==> src/common/cpuPkg.sv <==
// shared exception codes, redirect kinds, flag positions and CP0 constants for the exception path
package cpuPkg;

    typedef enum logic [4:0] {
        ExcInt     = 5'd0,
        ExcMod     = 5'd1,
        ExcTlbL    = 5'd2,
        ExcTlbS    = 5'd3,
        ExcAdEL    = 5'd4,
        ExcAdES    = 5'd5,
        ExcSys     = 5'd8,
        ExcBp      = 5'd9,
        ExcRi      = 5'd10,
        ExcCpU     = 5'd11,
        ExcOv      = 5'd12,
        ExcTr      = 5'd13,
        ExcEret    = 5'd29, // internal, never written to Cause
        ExcRefetch = 5'd30, // internal
        ExcNone    = 5'd31  // internal
    } excCodeT;

    typedef enum logic [1:0] {
        SelNone,
        SelException,
        SelEret,
        SelRefetch
    } entrySelT;

    // fault reported by the data TLB lookup in the memory stage
    typedef enum logic [2:0] {
        TlbNone,
        RdRefill,
        RdInvalid,
        WrRefill,
        WrInvalid,
        Modified
    } tlbExcT;

    localparam int FlagRefetch      = 0;
    localparam int FlagTlbRefillIf  = 1;
    localparam int FlagTlbInvalidIf = 2;
    localparam int FlagCpU          = 3;
    localparam int FlagRi           = 4;
    localparam int FlagSyscall      = 5;
    localparam int FlagBreak        = 6;
    localparam int FlagEret         = 7;
    localparam int FlagTrap         = 8;
    localparam int FlagOverflow     = 9;
    localparam int FlagRdAddrErr    = 10;
    localparam int FlagWrAddrErr    = 11;
    localparam int ExcFlagW         = 12;

    localparam int ApbAddrW = 8;
    localparam logic [ApbAddrW-1:0] AddrStatus   = 8'h00;
    localparam logic [ApbAddrW-1:0] AddrCause    = 8'h04;
    localparam logic [ApbAddrW-1:0] AddrEpc      = 8'h08;
    localparam logic [ApbAddrW-1:0] AddrBadVAddr = 8'h0C;
    localparam logic [ApbAddrW-1:0] AddrEbase    = 8'h10;

    localparam logic [31:0] BootBase   = 32'hBFC00200; // used while Status.BEV is set
    localparam logic [31:0] GenOffset  = 32'h00000180;
    localparam logic [31:0] EbaseReset = 32'h80000000;

    // register field positions
    localparam int StatusBevBit = 22;
    localparam int StatusExlBit = 1;
    localparam int StatusIeBit  = 0;

endpackage
==> src/hw/excSubsystem.sv <==
// exception subsystem top; connects the cause prioritizer to the CP0 register block
`timescale 1ns/1ps

module excSubsystem (
    input  logic                         clk,
    input  logic                         rst,
    input  logic                         memValid,
    input  logic                         memStall,
    input  logic [31:0]                  memPc,
    input  logic [31:0]                  memAddr,
    input  logic [cpuPkg::ExcFlagW-1:0]  excFlags,
    input  cpuPkg::tlbExcT               memTlbExc,
    input  logic [5:0]                   hwInt,
    input  logic [cpuPkg::ApbAddrW-1:0]  paddr,
    input  logic                         psel,
    input  logic                         penable,
    input  logic                         pwrite,
    input  logic [31:0]                  pwdata,
    output logic [31:0]                  prdata,
    output logic                         pready,
    output logic                         pslverr,
    output logic                         flush,
    output cpuPkg::entrySelT             entrySel,
    output logic [31:0]                  redirectPc,
    output cpuPkg::excCodeT              excCode
);

    logic            statusBev;
    logic [7:0]      statusIm;
    logic            statusExl;
    logic            statusIe;
    logic [7:0]      causeIp;
    logic [31:0]     ebase;
    logic [31:0]     epc;
    logic            excCommit;
    logic            eretCommit;
    cpuPkg::excCodeT commitCode;
    logic [31:0]     commitPc;
    logic [31:0]     commitBadAddr;
    logic            badAddrValid;

    exceptionUnit u_exceptionUnit (
        .memValid      (memValid),
        .memStall      (memStall),
        .memPc         (memPc),
        .memAddr       (memAddr),
        .excFlags      (excFlags),
        .memTlbExc     (memTlbExc),
        .statusBev     (statusBev),
        .statusIm      (statusIm),
        .statusExl     (statusExl),
        .statusIe      (statusIe),
        .causeIp       (causeIp),
        .ebase         (ebase),
        .epc           (epc),
        .flush         (flush),
        .entrySel      (entrySel),
        .redirectPc    (redirectPc),
        .excCode       (excCode),
        .excCommit     (excCommit),
        .eretCommit    (eretCommit),
        .commitCode    (commitCode),
        .commitPc      (commitPc),
        .commitBadAddr (commitBadAddr),
        .badAddrValid  (badAddrValid)
    );

    cp0Regs u_cp0Regs (
        .clk           (clk),
        .rst           (rst),
        .paddr         (paddr),
        .psel          (psel),
        .penable       (penable),
        .pwrite        (pwrite),
        .pwdata        (pwdata),
        .prdata        (prdata),
        .pready        (pready),
        .pslverr       (pslverr),
        .hwInt         (hwInt),
        .excCommit     (excCommit),
        .eretCommit    (eretCommit),
        .commitCode    (commitCode),
        .commitPc      (commitPc),
        .commitBadAddr (commitBadAddr),
        .badAddrValid  (badAddrValid),
        .statusBev     (statusBev),
        .statusIm      (statusIm),
        .statusExl     (statusExl),
        .statusIe      (statusIe),
        .causeIp       (causeIp),
        .ebase         (ebase),
        .epc           (epc)
    );

endmodule

==> src/cp0/cp0Regs.sv <==
// CP0 Status, Cause, EPC, BadVAddr and EBase with APB access and exception/eret commit
`timescale 1ns/1ps

module cp0Regs (
    input  logic                         clk,
    input  logic                         rst,
    input  logic [cpuPkg::ApbAddrW-1:0]  paddr,
    input  logic                         psel,
    input  logic                         penable,
    input  logic                         pwrite,
    input  logic [31:0]                  pwdata,
    output logic [31:0]                  prdata,
    output logic                         pready,
    output logic                         pslverr,
    input  logic [5:0]                   hwInt,
    input  logic                         excCommit,
    input  logic                         eretCommit,
    input  cpuPkg::excCodeT              commitCode,
    input  logic [31:0]                  commitPc,
    input  logic [31:0]                  commitBadAddr,
    input  logic                         badAddrValid,
    output logic                         statusBev,
    output logic [7:0]                   statusIm,
    output logic                         statusExl,
    output logic                         statusIe,
    output logic [7:0]                   causeIp,
    output logic [31:0]                  ebase,
    output logic [31:0]                  epc
);

    logic            access;
    logic            addrHit;
    logic            wrEn;
    logic [5:0]      ipHw;       // sampled hardware lines, IP7:2
    logic [1:0]      ipSw;       // software interrupts, IP1:0
    cpuPkg::excCodeT causeCode;
    logic [31:0]     badVAddr;
    logic [17:0]     ebaseField; // EBase 29:12
    logic [31:0]     rdData;

    assign access  = psel && penable;
    assign pready  = 1'b1; // no wait states
    assign addrHit = (paddr == cpuPkg::AddrStatus) || (paddr == cpuPkg::AddrCause)
                     || (paddr == cpuPkg::AddrEpc) || (paddr == cpuPkg::AddrBadVAddr)
                     || (paddr == cpuPkg::AddrEbase);
    assign pslverr = access && !addrHit;
    // commit owns the edge, so a concurrent write is dropped
    assign wrEn    = access && pwrite && !excCommit && !eretCommit;

    assign causeIp = {ipHw, ipSw};
    assign ebase   = {cpuPkg::EbaseReset[31:30], ebaseField, 12'h000};

    always_ff @(posedge clk) begin
        if (rst) begin
            statusBev <= 1'b1;
            statusIm  <= 8'b0;
            statusExl <= 1'b0;
            statusIe  <= 1'b0;
        end else if (excCommit) begin
            statusExl <= 1'b1;
        end else if (eretCommit) begin
            statusExl <= 1'b0;
        end else if (wrEn && paddr == cpuPkg::AddrStatus) begin
            statusBev <= pwdata[cpuPkg::StatusBevBit];
            statusIm  <= pwdata[15:8];
            statusExl <= pwdata[cpuPkg::StatusExlBit];
            statusIe  <= pwdata[cpuPkg::StatusIeBit];
        end
    end

    always_ff @(posedge clk) begin
        if (rst) begin
            ipHw      <= 6'b0;
            ipSw      <= 2'b0;
            causeCode <= cpuPkg::ExcInt;
            badVAddr  <= 32'b0;
        end else begin
            ipHw <= hwInt; // one cycle behind the pins
            if (excCommit) begin
                causeCode <= commitCode;
                if (badAddrValid) begin
                    badVAddr <= commitBadAddr;
                end
            end else if (wrEn && paddr == cpuPkg::AddrCause) begin
                ipSw <= pwdata[9:8];
            end
        end
    end

    always_ff @(posedge clk) begin
        if (rst) begin
            epc <= 32'b0;
        end else if (excCommit) begin
            if (!statusExl) begin
                epc <= commitPc; // nested exception keeps the first EPC
            end
        end else if (wrEn && paddr == cpuPkg::AddrEpc) begin
            epc <= pwdata;
        end
    end

    always_ff @(posedge clk) begin
        if (rst) begin
            ebaseField <= cpuPkg::EbaseReset[29:12];
        end else if (wrEn && paddr == cpuPkg::AddrEbase) begin
            ebaseField <= pwdata[29:12];
        end
    end

    always_comb begin
        case (paddr)
            cpuPkg::AddrStatus:   rdData = {9'b0, statusBev, 6'b0, statusIm, 6'b0, statusExl, statusIe};
            cpuPkg::AddrCause:    rdData = {16'b0, causeIp, 1'b0, causeCode, 2'b0};
            cpuPkg::AddrEpc:      rdData = epc;
            cpuPkg::AddrBadVAddr: rdData = badVAddr;
            cpuPkg::AddrEbase:    rdData = ebase;
            default:              rdData = 32'b0;
        endcase
    end

    assign prdata = (access && !pwrite) ? rdData : 32'b0;

    // exception and eret commit never arrive on the same edge
    commitExclusive: assert property (@(posedge clk) disable iff (rst)
        !(excCommit && eretCommit));

    apbSetupPhase: assert property (@(posedge clk) disable iff (rst)
        $rose(psel) |-> !penable);

endmodule

==> src/exception/exceptionUnit.sv <==
// combinational exception prioritizer; picks the memory-stage cause and drives redirect and CP0 commit
`timescale 1ns/1ps

module exceptionUnit (
    input  logic                         memValid,
    input  logic                         memStall,
    input  logic [31:0]                  memPc,
    input  logic [31:0]                  memAddr,
    input  logic [cpuPkg::ExcFlagW-1:0]  excFlags,
    input  cpuPkg::tlbExcT               memTlbExc,
    input  logic                         statusBev,
    input  logic [7:0]                   statusIm,
    input  logic                         statusExl,
    input  logic                         statusIe,
    input  logic [7:0]                   causeIp,
    input  logic [31:0]                  ebase,
    input  logic [31:0]                  epc,
    output logic                         flush,
    output cpuPkg::entrySelT             entrySel,
    output logic [31:0]                  redirectPc,
    output cpuPkg::excCodeT              excCode,
    output logic                         excCommit,
    output logic                         eretCommit,
    output cpuPkg::excCodeT              commitCode,
    output logic [31:0]                  commitPc,
    output logic [31:0]                  commitBadAddr,
    output logic                         badAddrValid
);

    logic        intPending;
    logic        ifAddrErr;
    logic        isRefill;  // selected cause is a TLB refill
    logic        badFromPc; // faulting address is the fetch PC
    logic        fire;
    logic [31:0] vecBase;
    logic [31:0] vecOffset;

    assign intPending = (memPc != 32'b0) && ((causeIp & statusIm) != 8'b0)
                        && !statusExl && statusIe;
    assign ifAddrErr  = (memPc[1:0] != 2'b00);

    always_comb begin
        excCode      = cpuPkg::ExcNone;
        isRefill     = 1'b0;
        badAddrValid = 1'b0;
        badFromPc    = 1'b0;
        if (excFlags[cpuPkg::FlagRefetch]) begin
            excCode = cpuPkg::ExcRefetch;
        end else if (intPending) begin
            excCode = cpuPkg::ExcInt;
        end else if (ifAddrErr) begin
            excCode      = cpuPkg::ExcAdEL;
            badAddrValid = 1'b1;
            badFromPc    = 1'b1;
        end else if (excFlags[cpuPkg::FlagTlbRefillIf]) begin
            excCode      = cpuPkg::ExcTlbL;
            isRefill     = 1'b1;
            badAddrValid = 1'b1;
            badFromPc    = 1'b1;
        end else if (excFlags[cpuPkg::FlagTlbInvalidIf]) begin
            excCode      = cpuPkg::ExcTlbL;
            badAddrValid = 1'b1;
            badFromPc    = 1'b1;
        end else if (excFlags[cpuPkg::FlagCpU]) begin
            excCode = cpuPkg::ExcCpU;
        end else if (excFlags[cpuPkg::FlagRi]) begin
            excCode = cpuPkg::ExcRi;
        end else if (excFlags[cpuPkg::FlagSyscall]) begin
            excCode = cpuPkg::ExcSys;
        end else if (excFlags[cpuPkg::FlagBreak]) begin
            excCode = cpuPkg::ExcBp;
        end else if (excFlags[cpuPkg::FlagEret]) begin
            excCode = cpuPkg::ExcEret;
        end else if (excFlags[cpuPkg::FlagTrap]) begin
            excCode = cpuPkg::ExcTr;
        end else if (excFlags[cpuPkg::FlagOverflow]) begin
            excCode = cpuPkg::ExcOv;
        end else if (excFlags[cpuPkg::FlagWrAddrErr]) begin
            excCode      = cpuPkg::ExcAdES;
            badAddrValid = 1'b1;
        end else if (excFlags[cpuPkg::FlagRdAddrErr]) begin
            excCode      = cpuPkg::ExcAdEL;
            badAddrValid = 1'b1;
        end else if (memTlbExc != cpuPkg::TlbNone) begin
            badAddrValid = 1'b1;
            isRefill     = (memTlbExc == cpuPkg::RdRefill) || (memTlbExc == cpuPkg::WrRefill);
            case (memTlbExc)
                cpuPkg::RdRefill, cpuPkg::RdInvalid: excCode = cpuPkg::ExcTlbL;
                cpuPkg::WrRefill, cpuPkg::WrInvalid: excCode = cpuPkg::ExcTlbS;
                default:                             excCode = cpuPkg::ExcMod;
            endcase
        end
    end

    always_comb begin
        case (excCode)
            cpuPkg::ExcRefetch: entrySel = cpuPkg::SelRefetch;
            cpuPkg::ExcEret:    entrySel = cpuPkg::SelEret;
            cpuPkg::ExcNone:    entrySel = cpuPkg::SelNone;
            default:            entrySel = cpuPkg::SelException;
        endcase
    end

    assign vecBase   = statusBev ? cpuPkg::BootBase : ebase;
    assign vecOffset = (isRefill && !statusExl) ? 32'h0 : cpuPkg::GenOffset; // refill entry at +0

    always_comb begin
        case (entrySel)
            cpuPkg::SelException: redirectPc = vecBase + vecOffset;
            cpuPkg::SelEret:      redirectPc = epc;
            cpuPkg::SelRefetch:   redirectPc = memPc; // replay same instruction
            default:              redirectPc = 32'b0;
        endcase
    end

    assign fire          = memValid && !memStall;
    assign excCommit     = fire && (entrySel == cpuPkg::SelException);
    assign eretCommit    = fire && (entrySel == cpuPkg::SelEret);
    assign flush         = excCommit || eretCommit;
    assign commitCode    = excCode;
    assign commitPc      = memPc;
    assign commitBadAddr = badFromPc ? memPc : memAddr;

endmodule

==> config.mk <==
export PLATFORM = sky130hd
export DESIGN_NAME = excSubsystem
export DESIGN_NICKNAME = d
export VERILOG_FILES = /design/src/common/cpuPkg.sv /design/src/hw/excSubsystem.sv /design/src/cp0/cp0Regs.sv /design/src/exception/exceptionUnit.sv
export SDC_FILE = /design/constraint.sdc
export NUM_CORES = 1
export LEC_CHECK = 0
export BUFFER_PORTS_ARGS = -buffer_cell sky130_fd_sc_hd__buf_2
export CAP_MARGIN = 40
export CORE_UTILIZATION = 40
export CTS_CLUSTER_SIZE = 8
export DETAILED_ROUTE_END_ITERATION = 12
export PLACE_DENSITY = 0.64
export SLEW_MARGIN = 0
export SYNTH_ARGS = -nofsm -noshare
export SYNTH_HDL_FRONTEND = slang
export SYNTH_HIERARCHICAL = 1
export SYNTH_SLANG_ARGS = --single-unit
==> constraint.sdc <==
create_clock -name clk -period 9.3 [get_ports clk]
set_input_delay 1.86 -clock clk [delete_from_list [all_inputs] [get_ports clk]]
set_output_delay 1.86 -clock clk [all_outputs]
set_load 0.005 [all_outputs]
==> metrics.md, run 1 <==
| Metric | Value |
|---|---|
| Run status | `finished, final reports clean` |
| Highest net fanout along the worst path | `20` |
| Normalized max-slew margin | `14.12%` |
| Critical path buffers and inverters | `3` |
| Max-slew violation total from the final report | `0` |
| Antenna Violating Nets Remaining | `0` |
| Max stage delay cell, worst path | `and3_1` |
| Fraction of final layout cells sized beyond drive strength 1 | `28.62%` |
| Number of rows created at floorplan | `50` |
| Number of antenna violations at the first check in global routing | `0` |
| Layout area overhead | `14.50%` |
| Clock Sink Count | `106` |
| Vias | `7499` |
| H-tree depth | `3` |
| Cell Pwr Density | `115.7 nW/um^2` |
| Leakage power | `0.003635 uW` |
| Cell at the root of the clock tree | `clkbuf_16` |
| Biggest cell delay along the critical path | `0.83 ns` |
| Proportion of synthesized area in mux cells | `21.02%` |
| Dominant combinational cell family by area after synthesis | `simple AND/OR/NAND/NOR gates` |
| Wire length of the first global-routing pass | `39840 microns` |
| Number of setup violations in the final report | `0` |
| Pre-CTS worst setup slack | `2.530 ns` |
| Xor-xnor portion of the synthesized cell area | `2.603%` |
| Post-layout util | `47.06%` |
| Average via count per standard cell | `5.526` |
| Source-to-sink clock delay at the later pin of the worst-skew pair | `0.36 ns` |
| Starting DRC count in detailed routing | `512` |
| Setup repair after global routing missed its margin | `false` |
| Final HPWL from detailed placement | `18750 microns` |
| Origin of the worst min-delay path | `u_cp0Regs/badVAddr[20]` |
| Routed length on met2 | `12130 microns` |
| Slew of the pin with the lowest slew margin | `1.276 ns` |
| Total gr overflow | `0` |
| CTS resizes | `0` |
| Final critical-path setup slack | `2.435 ns` |
| Share of synthesized cell area in full adder, half adder and majority cells | `0.5821%` |
| Setup Fix Bufs, Post-CTS | `0` |
| Post-detailed-route wirelength per cell | `19.33 microns` |
| Residual DRC count | `0` |
| Register bit total from synthesis | `106` |
| Worst setup path class | `in -> out` |
| Final net count | `1228` |
| Most common cell on crit path | `buf_2` |
| Pin count of the biggest net entering global routing | `72` |
| Number of antenna repair diodes | `0` |
| Standard cell core area | `18830 sq um` |
| Startpoint class of the critical path | `input port` |
| Number of global-route vias before repair | `6990` |
| Main flop type after synthesis | `dfxtp_1` |
| Wire length on met1 | `11640 microns` |
| Async SR Flop Fraction | `0%` |
| Maximum capacitance violations | `0` |
| Reg clk slew, reported paths | `0.07 ns` |
| Worst r2r src | `u_cp0Regs/statusIm[2]` |
| Total die area | `19910 sq um` |
| Count of distinct cell types in the synthesized netlist | `63` |
| Iteration count of the initial detailed-routing pass | `6` |
| Crit path cell chain | `buf_2 > nor4_1 > nand4_1 > o2111ai_4 > and3_1 > buf_4 > a22oi_1 > a21oi_1 > buf_2` |
| Peak VDD IR | `0.08460 mV` |
| Synthesis Warnings | `6` |
| Sequential share of the synthesized area | `27.42%` |
| Starting density of the core | `41.10%` |
| RD Place Congestion | `0.8474` |
| Critical path's top delay family | `simple AND/OR/NAND/NOR gates` |
| Worst hold-check path type | `reg -> reg` |
| Highest layer used for signal routing | `met4` |
| Most common cell after layout, fill and taps aside | `buf_2` |
| Post-Synth Simple-Gate Area | `24.35%` |
| GRT Util Overall | `26.22%` |
| Share of the clock period used by the worst path after layout | `73.81%` |
| Clock Path Buffers | `2` |
| Cell count after synthesis | `967` |
| Worst Skew | `0.008571 ns` |
| Crit path time final | `6.865 ns` |
| Chip width | `141.1 microns` |
| Count of hold-fix buffers inserted at cts | `0` |
| Wirelength, routed | `26240 microns` |
| WL met3 | `1954 microns` |
| Number of buffers added on ports | `204` |
| Required time of the critical path | `7.44 ns` |
| Capturing element type of the critical path | `output port` |
| Fin Setup TNS | `0 ns` |
| Area of the mapped netlist | `7739 sq um` |
| Number of fill cells in the layout | `1907` |
| Commonest non-fill, non-tap cells in the layout | `buf_2 (203), nor2_1 (134), nand2_1 (116)` |
| Num CTS Buffers | `9` |
| Avg Inst Size Synth | `8.003 sq um` |
| Number of enable-type register cells in the synthesized netlist | `0` |
| Arrival time of the worst setup path | `5.00 ns` |
| Peak clock frequency supported by timing | `145.7 MHz` |
| Startpoint of the most critical setup path | `memPc[19]` |
| CTS tree | `built` |
| Number of I/O pins | `206` |
| Endpoints failing hold | `0` |
| Height of the die | `141.1 microns` |
| Synth Area in Compound Gates | `13.86%` |
## metal layers
layer | up-vias | GRT usage (%)
li1 | 3552 | -
met1 | 3573 | 35.43
met2 | 344 | 42.83
met3 | 30 | 4.042
met4 | 0 | 8.009
met5 | - | 0
## flip-flops by register name (all words and copies together) (netlist names)
signal and cells:
u_cp0Regs/epc 32, u_cp0Regs/ebaseField 18, u_cp0Regs/statusIe 1, u_cp0Regs/badVAddr 32, u_cp0Regs/ipHw 6, u_cp0Regs/causeCode 5
u_cp0Regs/ipSw 2, u_cp0Regs/statusIm 8, u_cp0Regs/statusBev 1, u_cp0Regs/statusExl 1
## cell families (layout without fill, tap and decap cells)
logic type	after synthesis	count (layout)
xor gates and xnor gates	23	23
AOI/OAI and AO/OA	161	161
muxes	149	149
buffers and inverters	132	249
and+or+nand+nor	391	391
other	2	15
DFF	106	106
adders and majority gates	3	3
## where the power goes
part | switching, uW | internal [uW]
sequential | 7.86 | 464
combinational | 103 | 78.4
clock | 177 | 195
## per-stage QoR
| stage | instances | area (sq um) | hold WS [ns] | power (uW) |
|---|---|---|---|---|
| detailed placement | 1342 | 8588 | 0.4480 | 660.7 |
| floorplan | 980 | 7787 | 0.4329 | 595.9 |
| global placement | 1336 | 8504 | 0.4426 | 657.5 |
| global route | 1357 | 8861 | 0.4715 | 1064 |
| finish | 1357 | 8861 | 0.4559 | 1025 |
| CTS | 1357 | 8861 | 0.4578 | 1031 |
## worst paths after layout
path,end,slack (ns),cells after the start
hold / removal,u_cp0Regs/badVAddr[20],0.46,2
hold reg to reg,u_cp0Regs/badVAddr[20],0.46,2
setup / recovery,redirectPc[31],2.44,9
setup reg to reg,u_cp0Regs/epc[4],5.16,11
## cell type report
type / instances / area, sq um / share of cell area [%]
clock buffer: 13 / 260.3 / 2.937
timing repair buffer: 220 / 1182 / 13.34
inverter: 14 / 52.55 / 0.5931
tap: 260 / 325.3 / 3.671
multi-input combinational: 742 / 4906 / 55.37
sequential: 106 / 2122 / 23.95
clock inverter: 2 / 12.51 / 0.1412
## tightest hold or removal path, cell delays in order (launching register included)
cell and delay (ns):
dfxtp_1 0.31, nand2_1 0.05, a21oi_1 0.05
## cells in the mapped netlist, drive strengths merged (2+ instances only)
cell type	n	share of area, %
nor2b	44	3.7
ha	2	0.32
conb	2	0.097
a22oi	21	2.0
nor4	17	1.9
mux4	4	1.2
o22a	5	0.57
xor2	7	0.79
nand4	13	1.1
and2	3	0.24
a31oi	4	0.32
a211oi	2	0.26
and3	4	0.32
mux2	68	9.9
mux2i	77	10
clkbuf	34	1.6
a21o	2	0.19
nand3	14	0.91
or2	4	0.32
nand2	127	6.6
o21ai	13	0.84
a222oi	16	2.1
nor3	10	0.65
or4	5	0.58
a21oi	87	6.1
inv	14	0.68
dfxtp	106	27
nor2	138	6.9
o22ai	3	0.24
xnor2	16	1.8
buf	84	7.7
nand2b	7	0.66
No activity file was read; power rests on OpenSTA's default activity.
==> run 2: changes to the inputs <==
- ABC_AREA: default -> 1
- PLACE_DENSITY: 0.64 -> 0.66
- clock period: 9.3 -> 5.8 ns (I/O delays scaled with it)
==> run 2 against run 1 <==
  * Synthesized area increased by 9.7%
  * Clock skew about the same
  * Total power increased by 66%
  * Critical path type unchanged
  * Setup slack got worse by 1.5 ns
  * Cell area increased by 8.4%
  * Clock power increased by 67%
  * Hold slack improved by 0.021 ns
  * Utilization decreased by 0.21 points
  * Critical endpoint is now redirectPc[3]
  * Die area increased by 9.5%
==> metrics.md, run 2 <==
| Metric | Value |
|---|---|
| Run status | `finished, final reports clean (unchanged)` |
| Post-detailed-route wirelength per cell | `16.94 microns (was 19.33 microns)` |
| Clock Sink Count | `106 (unchanged)` |
| CTS resizes | `0 (unchanged)` |
| Pin count of the biggest net entering global routing | `59 (was 72)` |
| Iteration count of the initial detailed-routing pass | `6 (unchanged)` |
| Placed cell count | `1860 (was 1342)` |
| Cell at the root of the clock tree | `clkbuf_16 (unchanged)` |
| Worst setup path class | `in -> out (unchanged)` |
| Required time of the critical path | `4.64 ns (was 7.44 ns)` |
| Source-to-sink clock delay at the later pin of the worst-skew pair | `0.37 ns (was 0.36 ns)` |
| Number of antenna violations at the first check in global routing | `0 (unchanged)` |
| Max-slew violation total from the final report | `0 (unchanged)` |
| Vias | `9798 (was 7499)` |
| Post-layout util | `46.85% (was 47.06%)` |
| Fraction of final layout cells sized beyond drive strength 1 | `18.62% (was 28.62%)` |
| Number of antenna repair diodes | `0 (unchanged)` |
| Total die area | `21800 sq um (was 19910 sq um)` |
| Leakage power | `0.004845 uW (was 0.003635 uW)` |
| Register bit total from synthesis | `106 (unchanged)` |
| Antenna Violating Nets Remaining | `0 (unchanged)` |
| Count of hold-fix buffers inserted at cts | `0 (unchanged)` |
| Count leader, synth | `nand2_1 (was nor2_1)` |
| Area taken by multi-input logic gates | `5091 sq um (was 4906 sq um)` |
| Maximum capacitance violations | `0 (unchanged)` |
| Leading area contributor after synthesis | `dfxtp_1 (unchanged)` |
| Top cell types by occurrence after synthesis | `nand2_1 (399), nor2_1 (267), nand3_1 (198), inv_1 (126), dfxtp_1 (106) (was nor2_1 (135), nand2_1 (116), dfxtp_1 (106), a21oi_1 (77), mux2i_1 (77))` |
| Cell count of the worst hold path | `2 (unchanged)` |
| Layout area overhead | `13.15% (was 14.50%)` |
| Number of fill cells in the layout | `2210 (was 1907)` |
| Most common cell after layout, fill and taps aside | `nand2_1 (was buf_2)` |
| Number of global-route vias before repair | `8890 (was 6990)` |
| Starting DRC count in detailed routing | `902 (was 512)` |
| Cell count after synthesis | `1484 (was 967)` |
| Worst hold-check path type | `reg -> reg (unchanged)` |
| Startpoint class of the critical path | `input port (unchanged)` |
| Residual DRC count | `0 (unchanged)` |
| Capturing element type of the critical path | `output port (unchanged)` |
| Sequential share of the synthesized area | `25.01% (was 27.42%)` |
| Worst Skew | `0.008574 ns (was 0.008571 ns)` |
| H-tree depth | `3 (unchanged)` |
| Area share of the largest cell type after synthesis | `25.01% (was 27.42%)` |
| Setup repair after global routing missed its margin | `false (unchanged)` |
| Wirelength, routed | `31780 microns (was 26240 microns)` |
| Setup Fix Bufs, Post-CTS | `0 (unchanged)` |
| Synth area leaders | `dfxtp_1 (25%), nand2_1 (18%), nor2_1 (12%) (was dfxtp_1 (27%), mux2i_1 (10%), nor2_1 (6.5%))` |
| Pre-CTS worst setup slack | `1.010 ns (was 2.530 ns)` |
| Standard cell core area | `20490 sq um (was 18830 sq um)` |
| Number of rows created at floorplan | `52 (was 50)` |
| Chip width | `147.7 microns (was 141.1 microns)` |
| Average via count per standard cell | `5.223 (was 5.526)` |
| Count of distinct cell types in the synthesized netlist | `49 (was 63)` |
| Slew of the pin with the lowest slew margin | `0.7868 ns (was 1.276 ns)` |
| Crit path time final | `4.869 ns` |
| Final HPWL from detailed placement | `22900 microns (was 18750 microns)` |
| Endpoints failing hold | `0 (unchanged)` |
| Num CTS Buffers | `9 (unchanged)` |
| Wire length of the first global-routing pass | `49110 microns (was 39840 microns)` |
| Clock Path Buffers | `2 (unchanged)` |
| Area of the mapped netlist | `8486 sq um (was 7739 sq um)` |
| Peak clock frequency supported by timing | `205.4 MHz` |
| Peak VDD IR | `0.1197 mV (was 0.08460 mV)` |
| FF/Latch Area | `2122 sq um (unchanged)` |
| Normalized max-slew margin | `47.14% (was 14.12%)` |
| Commonest non-fill, non-tap cells in the layout | `nand2_1 (398), nor2_1 (265), buf_2 (204) (was buf_2 (203), nor2_1 (134), nand2_1 (116))` |
| Main flop type after synthesis | `dfxtp_1 (unchanged)` |
| Top flop regs | `u_cp0Regs/badVAddr x32, u_cp0Regs/epc x32, u_cp0Regs/ebaseField x18 (unchanged)` |
| Final critical-path setup slack | `0.9309 ns (was 2.435 ns)` |
| Arrival time of the worst setup path | `3.71 ns (was 5.00 ns)` |
| Cell Pwr Density | `177.7 nW/um^2 (was 115.7 nW/um^2)` |
| Avg Inst Size Synth | `5.718 sq um (was 8.003 sq um)` |
| Number of setup violations in the final report | `0 (unchanged)` |
| Share of the clock period used by the worst path after layout | `83.95%` |
| Number of enable-type register cells in the synthesized netlist | `0 (unchanged)` |
| GRT Util Overall | `29.21% (was 26.22%)` |
| RD Place Congestion | `0.9421 (was 0.8474)` |
| Highest net fanout along the worst path | `31 (was 20)` |
| Starting density of the core | `41.40% (was 41.10%)` |
| Fin Setup TNS | `0 ns (unchanged)` |
| Total gr overflow | `0 (unchanged)` |
| Number of I/O pins | `206 (unchanged)` |
| Number of buffers added on ports | `204 (unchanged)` |
| Async SR Flop Fraction | `0% (unchanged)` |
| Worst Reg2Reg Path Length in Cells | `15 (was 11)` |
| Reg clk slew, reported paths | `0.07 ns (about the same)` |
| Final net count | `1736 (was 1228)` |
| Height of the die | `147.7 microns (was 141.1 microns)` |
| CTS tree | `built (unchanged)` |
| Post-route insts no fill | `1876 (was 1357)` |
| Synthesis Warnings | `6 (unchanged)` |
-- run 2: area by class of cell --
class / count / share of cell area (%)
sequential: 106 / 22.10
clock buffer: 10 / 2.489
multi-input combinational: 1119 / 53.02
tap: 270 / 3.518
timing repair buffer: 224 / 12.78
clock inverter: 6 / 0.5082
inverter: 141 / 5.577
-- run 2: critical path: stages --
cell	delay [ns]
buf_2	0.13
nor2_1	0.15
and2_0	0.17
nand2_1	0.14
nor2_1	0.12
nand2_1	0.11
nand3_2	0.12
nand2_2	0.05
buf_4	0.23
inv_2	0.28
nand2_1	0.14
inv_2	0.55
nand2_1	0.13
nand3_1	0.10
buf_2	0.11
-- run 2: worst paths after layout --
check / from / end / slack (ns)
max: memPc[8] / redirectPc[3] / 0.93
min reg2reg: u_cp0Regs/statusIm[3] / u_cp0Regs/statusIm[3] / 0.48
max reg2reg: u_cp0Regs/statusIm[7] / u_cp0Regs/badVAddr[14] / 2.17
min: u_cp0Regs/statusIm[3] / u_cp0Regs/statusIm[3] / 0.48
-- run 2: kinds of logic after synthesis --
kind of cell	Yosys count	share of synthesized area, %
AO/OA/AOI/OAI	162	10.23
XOR/XNOR	9	0.9290
adder cells (fa/ha/maj)	3	0.5308
buffers and inverters	272	15.78
flip-flops	106	25.01
other	2	0.08850
AND/OR/NAND/NOR	930	47.43
-- run 2: metal layers --
metal / vias up / global-route usage (%) / share of wire (%)
li1: 4836 / - / -
met5: - / 0 / 0
met1: 4451 / 40.53 / 44
met3: 46 / 5.031 / 9.6
met4: 0 / 9.021 / 2.0
met2: 465 / 45.94 / 44
-- run 2: stage by stage --
stage / cell area [sq um] / hold slack, ns / power (uW)
6_report: 9602 / 0.4770 / 1706
5_1_grt: 9602 / 0.5082 / 1776
4_1_cts: 9602 / 0.4751 / 1709
3_5_place_dp: 9314 / 0.4631 / 1094
3_3_place_gp: 9248 / 0.4603 / 1089
2_1_floorplan: 8534 / 0.4447 / 982.3
-- run 2: report_power, final --
part,switching (uW),internal (uW),leakage (uW),total [uW]
Clock,314,308,0.000132,622
Sequential,17.2,751,0.000862,769
Combinational,201,114,0.00385,315
Total,533,1170,0.00485,1710
==> run 3: changes to the inputs <==
- clock period: 5.8 -> 4.2 ns (I/O delays scaled with it)
==> run 3 against run 2 <==
  * Sequential power grew 38%
  * Cell area up 0.68%
  * Hold slack better by 0.00052 ns
  * Global-route usage is 0.75 points lower
  * Utilization up 0.32 points
  * Critical path depth down 2
  * Combinational power up 40%
  * Register-to-register slack worse by 0.93 ns
  * Via count is 1.4% lower
  * Die area is the same
  * Critical path type unchanged
  * Largest cell class unchanged
  * Largest power group unchanged
==> metrics.md, run 3 (synthesis results as in run 2) <==
| Metric | Value |
|---|---|
| Setup Fix Bufs, Post-CTS | `0 (unchanged)` |
| Clock Path Buffers | `2 (unchanged)` |
| Slew of the pin with the lowest slew margin | `0.6332 ns (was 0.7868 ns)` |
| Most common cell after layout, fill and taps aside | `nand2_1 (unchanged)` |
| Normalized max-slew margin | `57.63% (was 47.14%)` |
| Arrival time of the worst setup path | `2.87 ns (was 3.71 ns)` |
| Number of rows created at floorplan | `52 (unchanged)` |
| Post-detailed-route wirelength per cell | `16.45 microns (was 16.94 microns)` |
| Number of antenna violations at the first check in global routing | `1 (was 0)` |
| Iteration count of the initial detailed-routing pass | `6 (unchanged)` |
| Clock Sink Count | `106 (unchanged)` |
| Starting DRC count in detailed routing | `894 (was 902)` |
| Critical path buffers and inverters | `3 (was 5)` |
| CTS tree | `built (unchanged)` |
| Wirelength, routed | `31090 microns (was 31780 microns)` |
| Cell at the root of the clock tree | `clkbuf_16 (unchanged)` |
| RD Place Congestion | `0.9372 (was 0.9421)` |
| Share of the clock period used by the worst path after layout | `88.22%` |
| Number of buffers added on ports | `204 (unchanged)` |
| Max-slew violation total from the final report | `0 (unchanged)` |
| GRT Util Overall | `28.47% (was 29.21%)` |
| Commonest non-fill, non-tap cells in the layout | `nand2_1 (398), nor2_1 (265), buf_2 (204) (unchanged)` |
| Placed cell count | `1873 (was 1860)` |
| Residual DRC count | `0 (unchanged)` |
| Num CTS Buffers | `9 (unchanged)` |
| Worst setup path class | `in -> out (unchanged)` |
| Worst Skew | `0.01086 ns (was 0.008574 ns)` |
| Number of setup violations in the final report | `0 (unchanged)` |
| Crit path cell chain | `buf_2 > nor2_1 > and2_0 > nand2_1 > nor2_1 > nand2_1 > nand2_1 > nand3_1 > inv_1 > fa_1 > or2_1 > nand3_1 > buf_2 (was buf_2 > nor2_1 > and2_0 > nand2_1 > nor2_1 > nand2_1 > nand3_2 > nand2_2 > buf_4 > inv_2 > nand2_1 > inv_2 > nand2_1 > nand3_1 > buf_2)` |
| Reg clk slew, reported paths | `0.07 ns (about the same)` |
| Fraction of final layout cells sized beyond drive strength 1 | `19.27% (was 18.62%)` |
| Cell Pwr Density | `248.5 nW/um^2 (was 177.7 nW/um^2)` |
| Antenna Violating Nets Remaining | `0 (unchanged)` |
| Fin Setup TNS | `0 ns (unchanged)` |
| Total die area | `21800 sq um (unchanged)` |
| Height of the die | `147.7 microns (unchanged)` |
| Vias | `9661 (was 9798)` |
| Pin count of the biggest net entering global routing | `56 (was 59)` |
| Maximum capacitance violations | `0 (unchanged)` |
| Post-layout util | `47.17% (was 46.85%)` |
| Most common cell on crit path | `nand2_1 (unchanged)` |
| Starting density of the core | `41.40% (unchanged)` |
| Top flop regs | `u_cp0Regs/badVAddr x32, u_cp0Regs/epc x32, u_cp0Regs/ebaseField x18 (unchanged)` |
| Run status | `finished, final reports clean (unchanged)` |
| Critical path's top delay family | `simple AND/OR/NAND/NOR gates (was buffers and inverters)` |
| Highest net fanout along the worst path | `4 (was 31)` |
| Layout area overhead | `13.92% (was 13.15%)` |
| Startpoint class of the critical path | `input port (unchanged)` |
| Wire length of the first global-routing pass | `47930 microns (was 49110 microns)` |
| Number of I/O pins | `206 (unchanged)` |
| Required time of the critical path | `3.36 ns (was 4.64 ns)` |
| Count of hold-fix buffers inserted at cts | `0 (unchanged)` |
| Standard cell core area | `20490 sq um (unchanged)` |
| Worst hold-check path type | `reg -> reg (unchanged)` |
| Leakage power | `0.004903 uW (was 0.004845 uW)` |
| Endpoints failing hold | `0 (unchanged)` |
| Crit path time final | `3.705 ns` |
| H-tree depth | `3 (unchanged)` |
| Total gr overflow | `0 (unchanged)` |
| Max stage delay cell, worst path | `fa_1 (was inv_2)` |
| Post-route insts no fill | `1890 (was 1876)` |
| Capturing element type of the critical path | `output port (unchanged)` |
| Peak VDD IR | `0.2080 mV (was 0.1197 mV)` |
| Final HPWL from detailed placement | `22760 microns (was 22900 microns)` |
| Chip width | `147.7 microns (unchanged)` |
| Post-Place Cell Area | `9363 sq um (was 9314 sq um)` |
| Power consumption | `2402 uW (was 1706 uW)` |
| CTS resizes | `0 (unchanged)` |
| Peak clock frequency supported by timing | `269.9 MHz` |
| Setup repair after global routing missed its margin | `false (unchanged)` |
| Final net count | `1749 (was 1736)` |
| Biggest cell delay along the critical path | `0.42 ns (was 0.55 ns)` |
| Final non-filler cell area | `9667 sq um (was 9602 sq um)` |
| Average via count per standard cell | `5.112 (was 5.223)` |
| Source-to-sink clock delay at the later pin of the worst-skew pair | `0.36 ns (was 0.37 ns)` |
| Number of global-route vias before repair | `8689 (was 8890)` |
[run 3: layout make-up]
type / instances / area [sq um]
Clock inverter: 7 / 76.32
Multi-Input combinational cell: 1119 / 5086
Inverter: 141 / 535.5
Sequential cell: 106 / 2122
Timing Repair Buffer: 237 / 1281
Tap cell: 270 / 337.8
Fill cell: 2248 / 10830
Clock buffer: 9 / 225.2
Antenna cell: 1 / 2.502
[run 3: path summary, 6_finish.rpt]
| check | end | start | depth (start not counted) | slack [ns] |
|---|---|---|---|---|
| setup / recovery | redirectPc[8] | memPc[10] | 13 | 0.49 |
| hold / removal | u_cp0Regs/statusIm[3] | u_cp0Regs/statusIm[3] | 2 | 0.48 |
| setup reg to reg | u_cp0Regs/ebaseField[4] | u_cp0Regs/ipHw[5] | 16 | 1.24 |
| hold reg to reg | u_cp0Regs/statusIm[3] | u_cp0Regs/statusIm[3] | 2 | 0.48 |
[run 3: where the power goes]
part           total [uW]  internal, uW  switching, uW
clock network         900           468            432
logic                 441           163            278
registers            1060          1040           23.1
total                2400          1670            734
[run 3: worst reg2reg max path, stage by stage (launching register included)]
cell and delay, ns:
dfxtp_1 0.35, nand2_1 0.06, nand2_1 0.08, nor2_1 0.07
a21oi_1 0.42, nand2_1 0.21, nand2_1 0.10, nand2_1 0.13
nor3_1 0.29, buf_4 0.19, nor2_4 0.03, nand2_2 0.10
nor2_8 0.05, nand3_4 0.20, clkinv_2 0.31, nor2_1 0.19
nor2_1 0.06
[run 3: stage by stage]
step / worst slack [ns] / hold slack (ns)
2_1_floorplan: 1.189 / 0.4447
3_3_place_gp: 0.5927 / 0.4609
3_5_place_dp: 0.5472 / 0.4633
4_1_cts: 0.5452 / 0.4737
5_1_grt: 0.3712 / 0.5063
6_report: 0.4948 / 0.4776
[run 3: metal layers]
layer / share of wire (%) / track usage, %
met4: 1.8 / 8.351
met1: 46 / 40.17
met2: 43 / 44.46
met3: 9.4 / 4.444
met5: 0 / 0
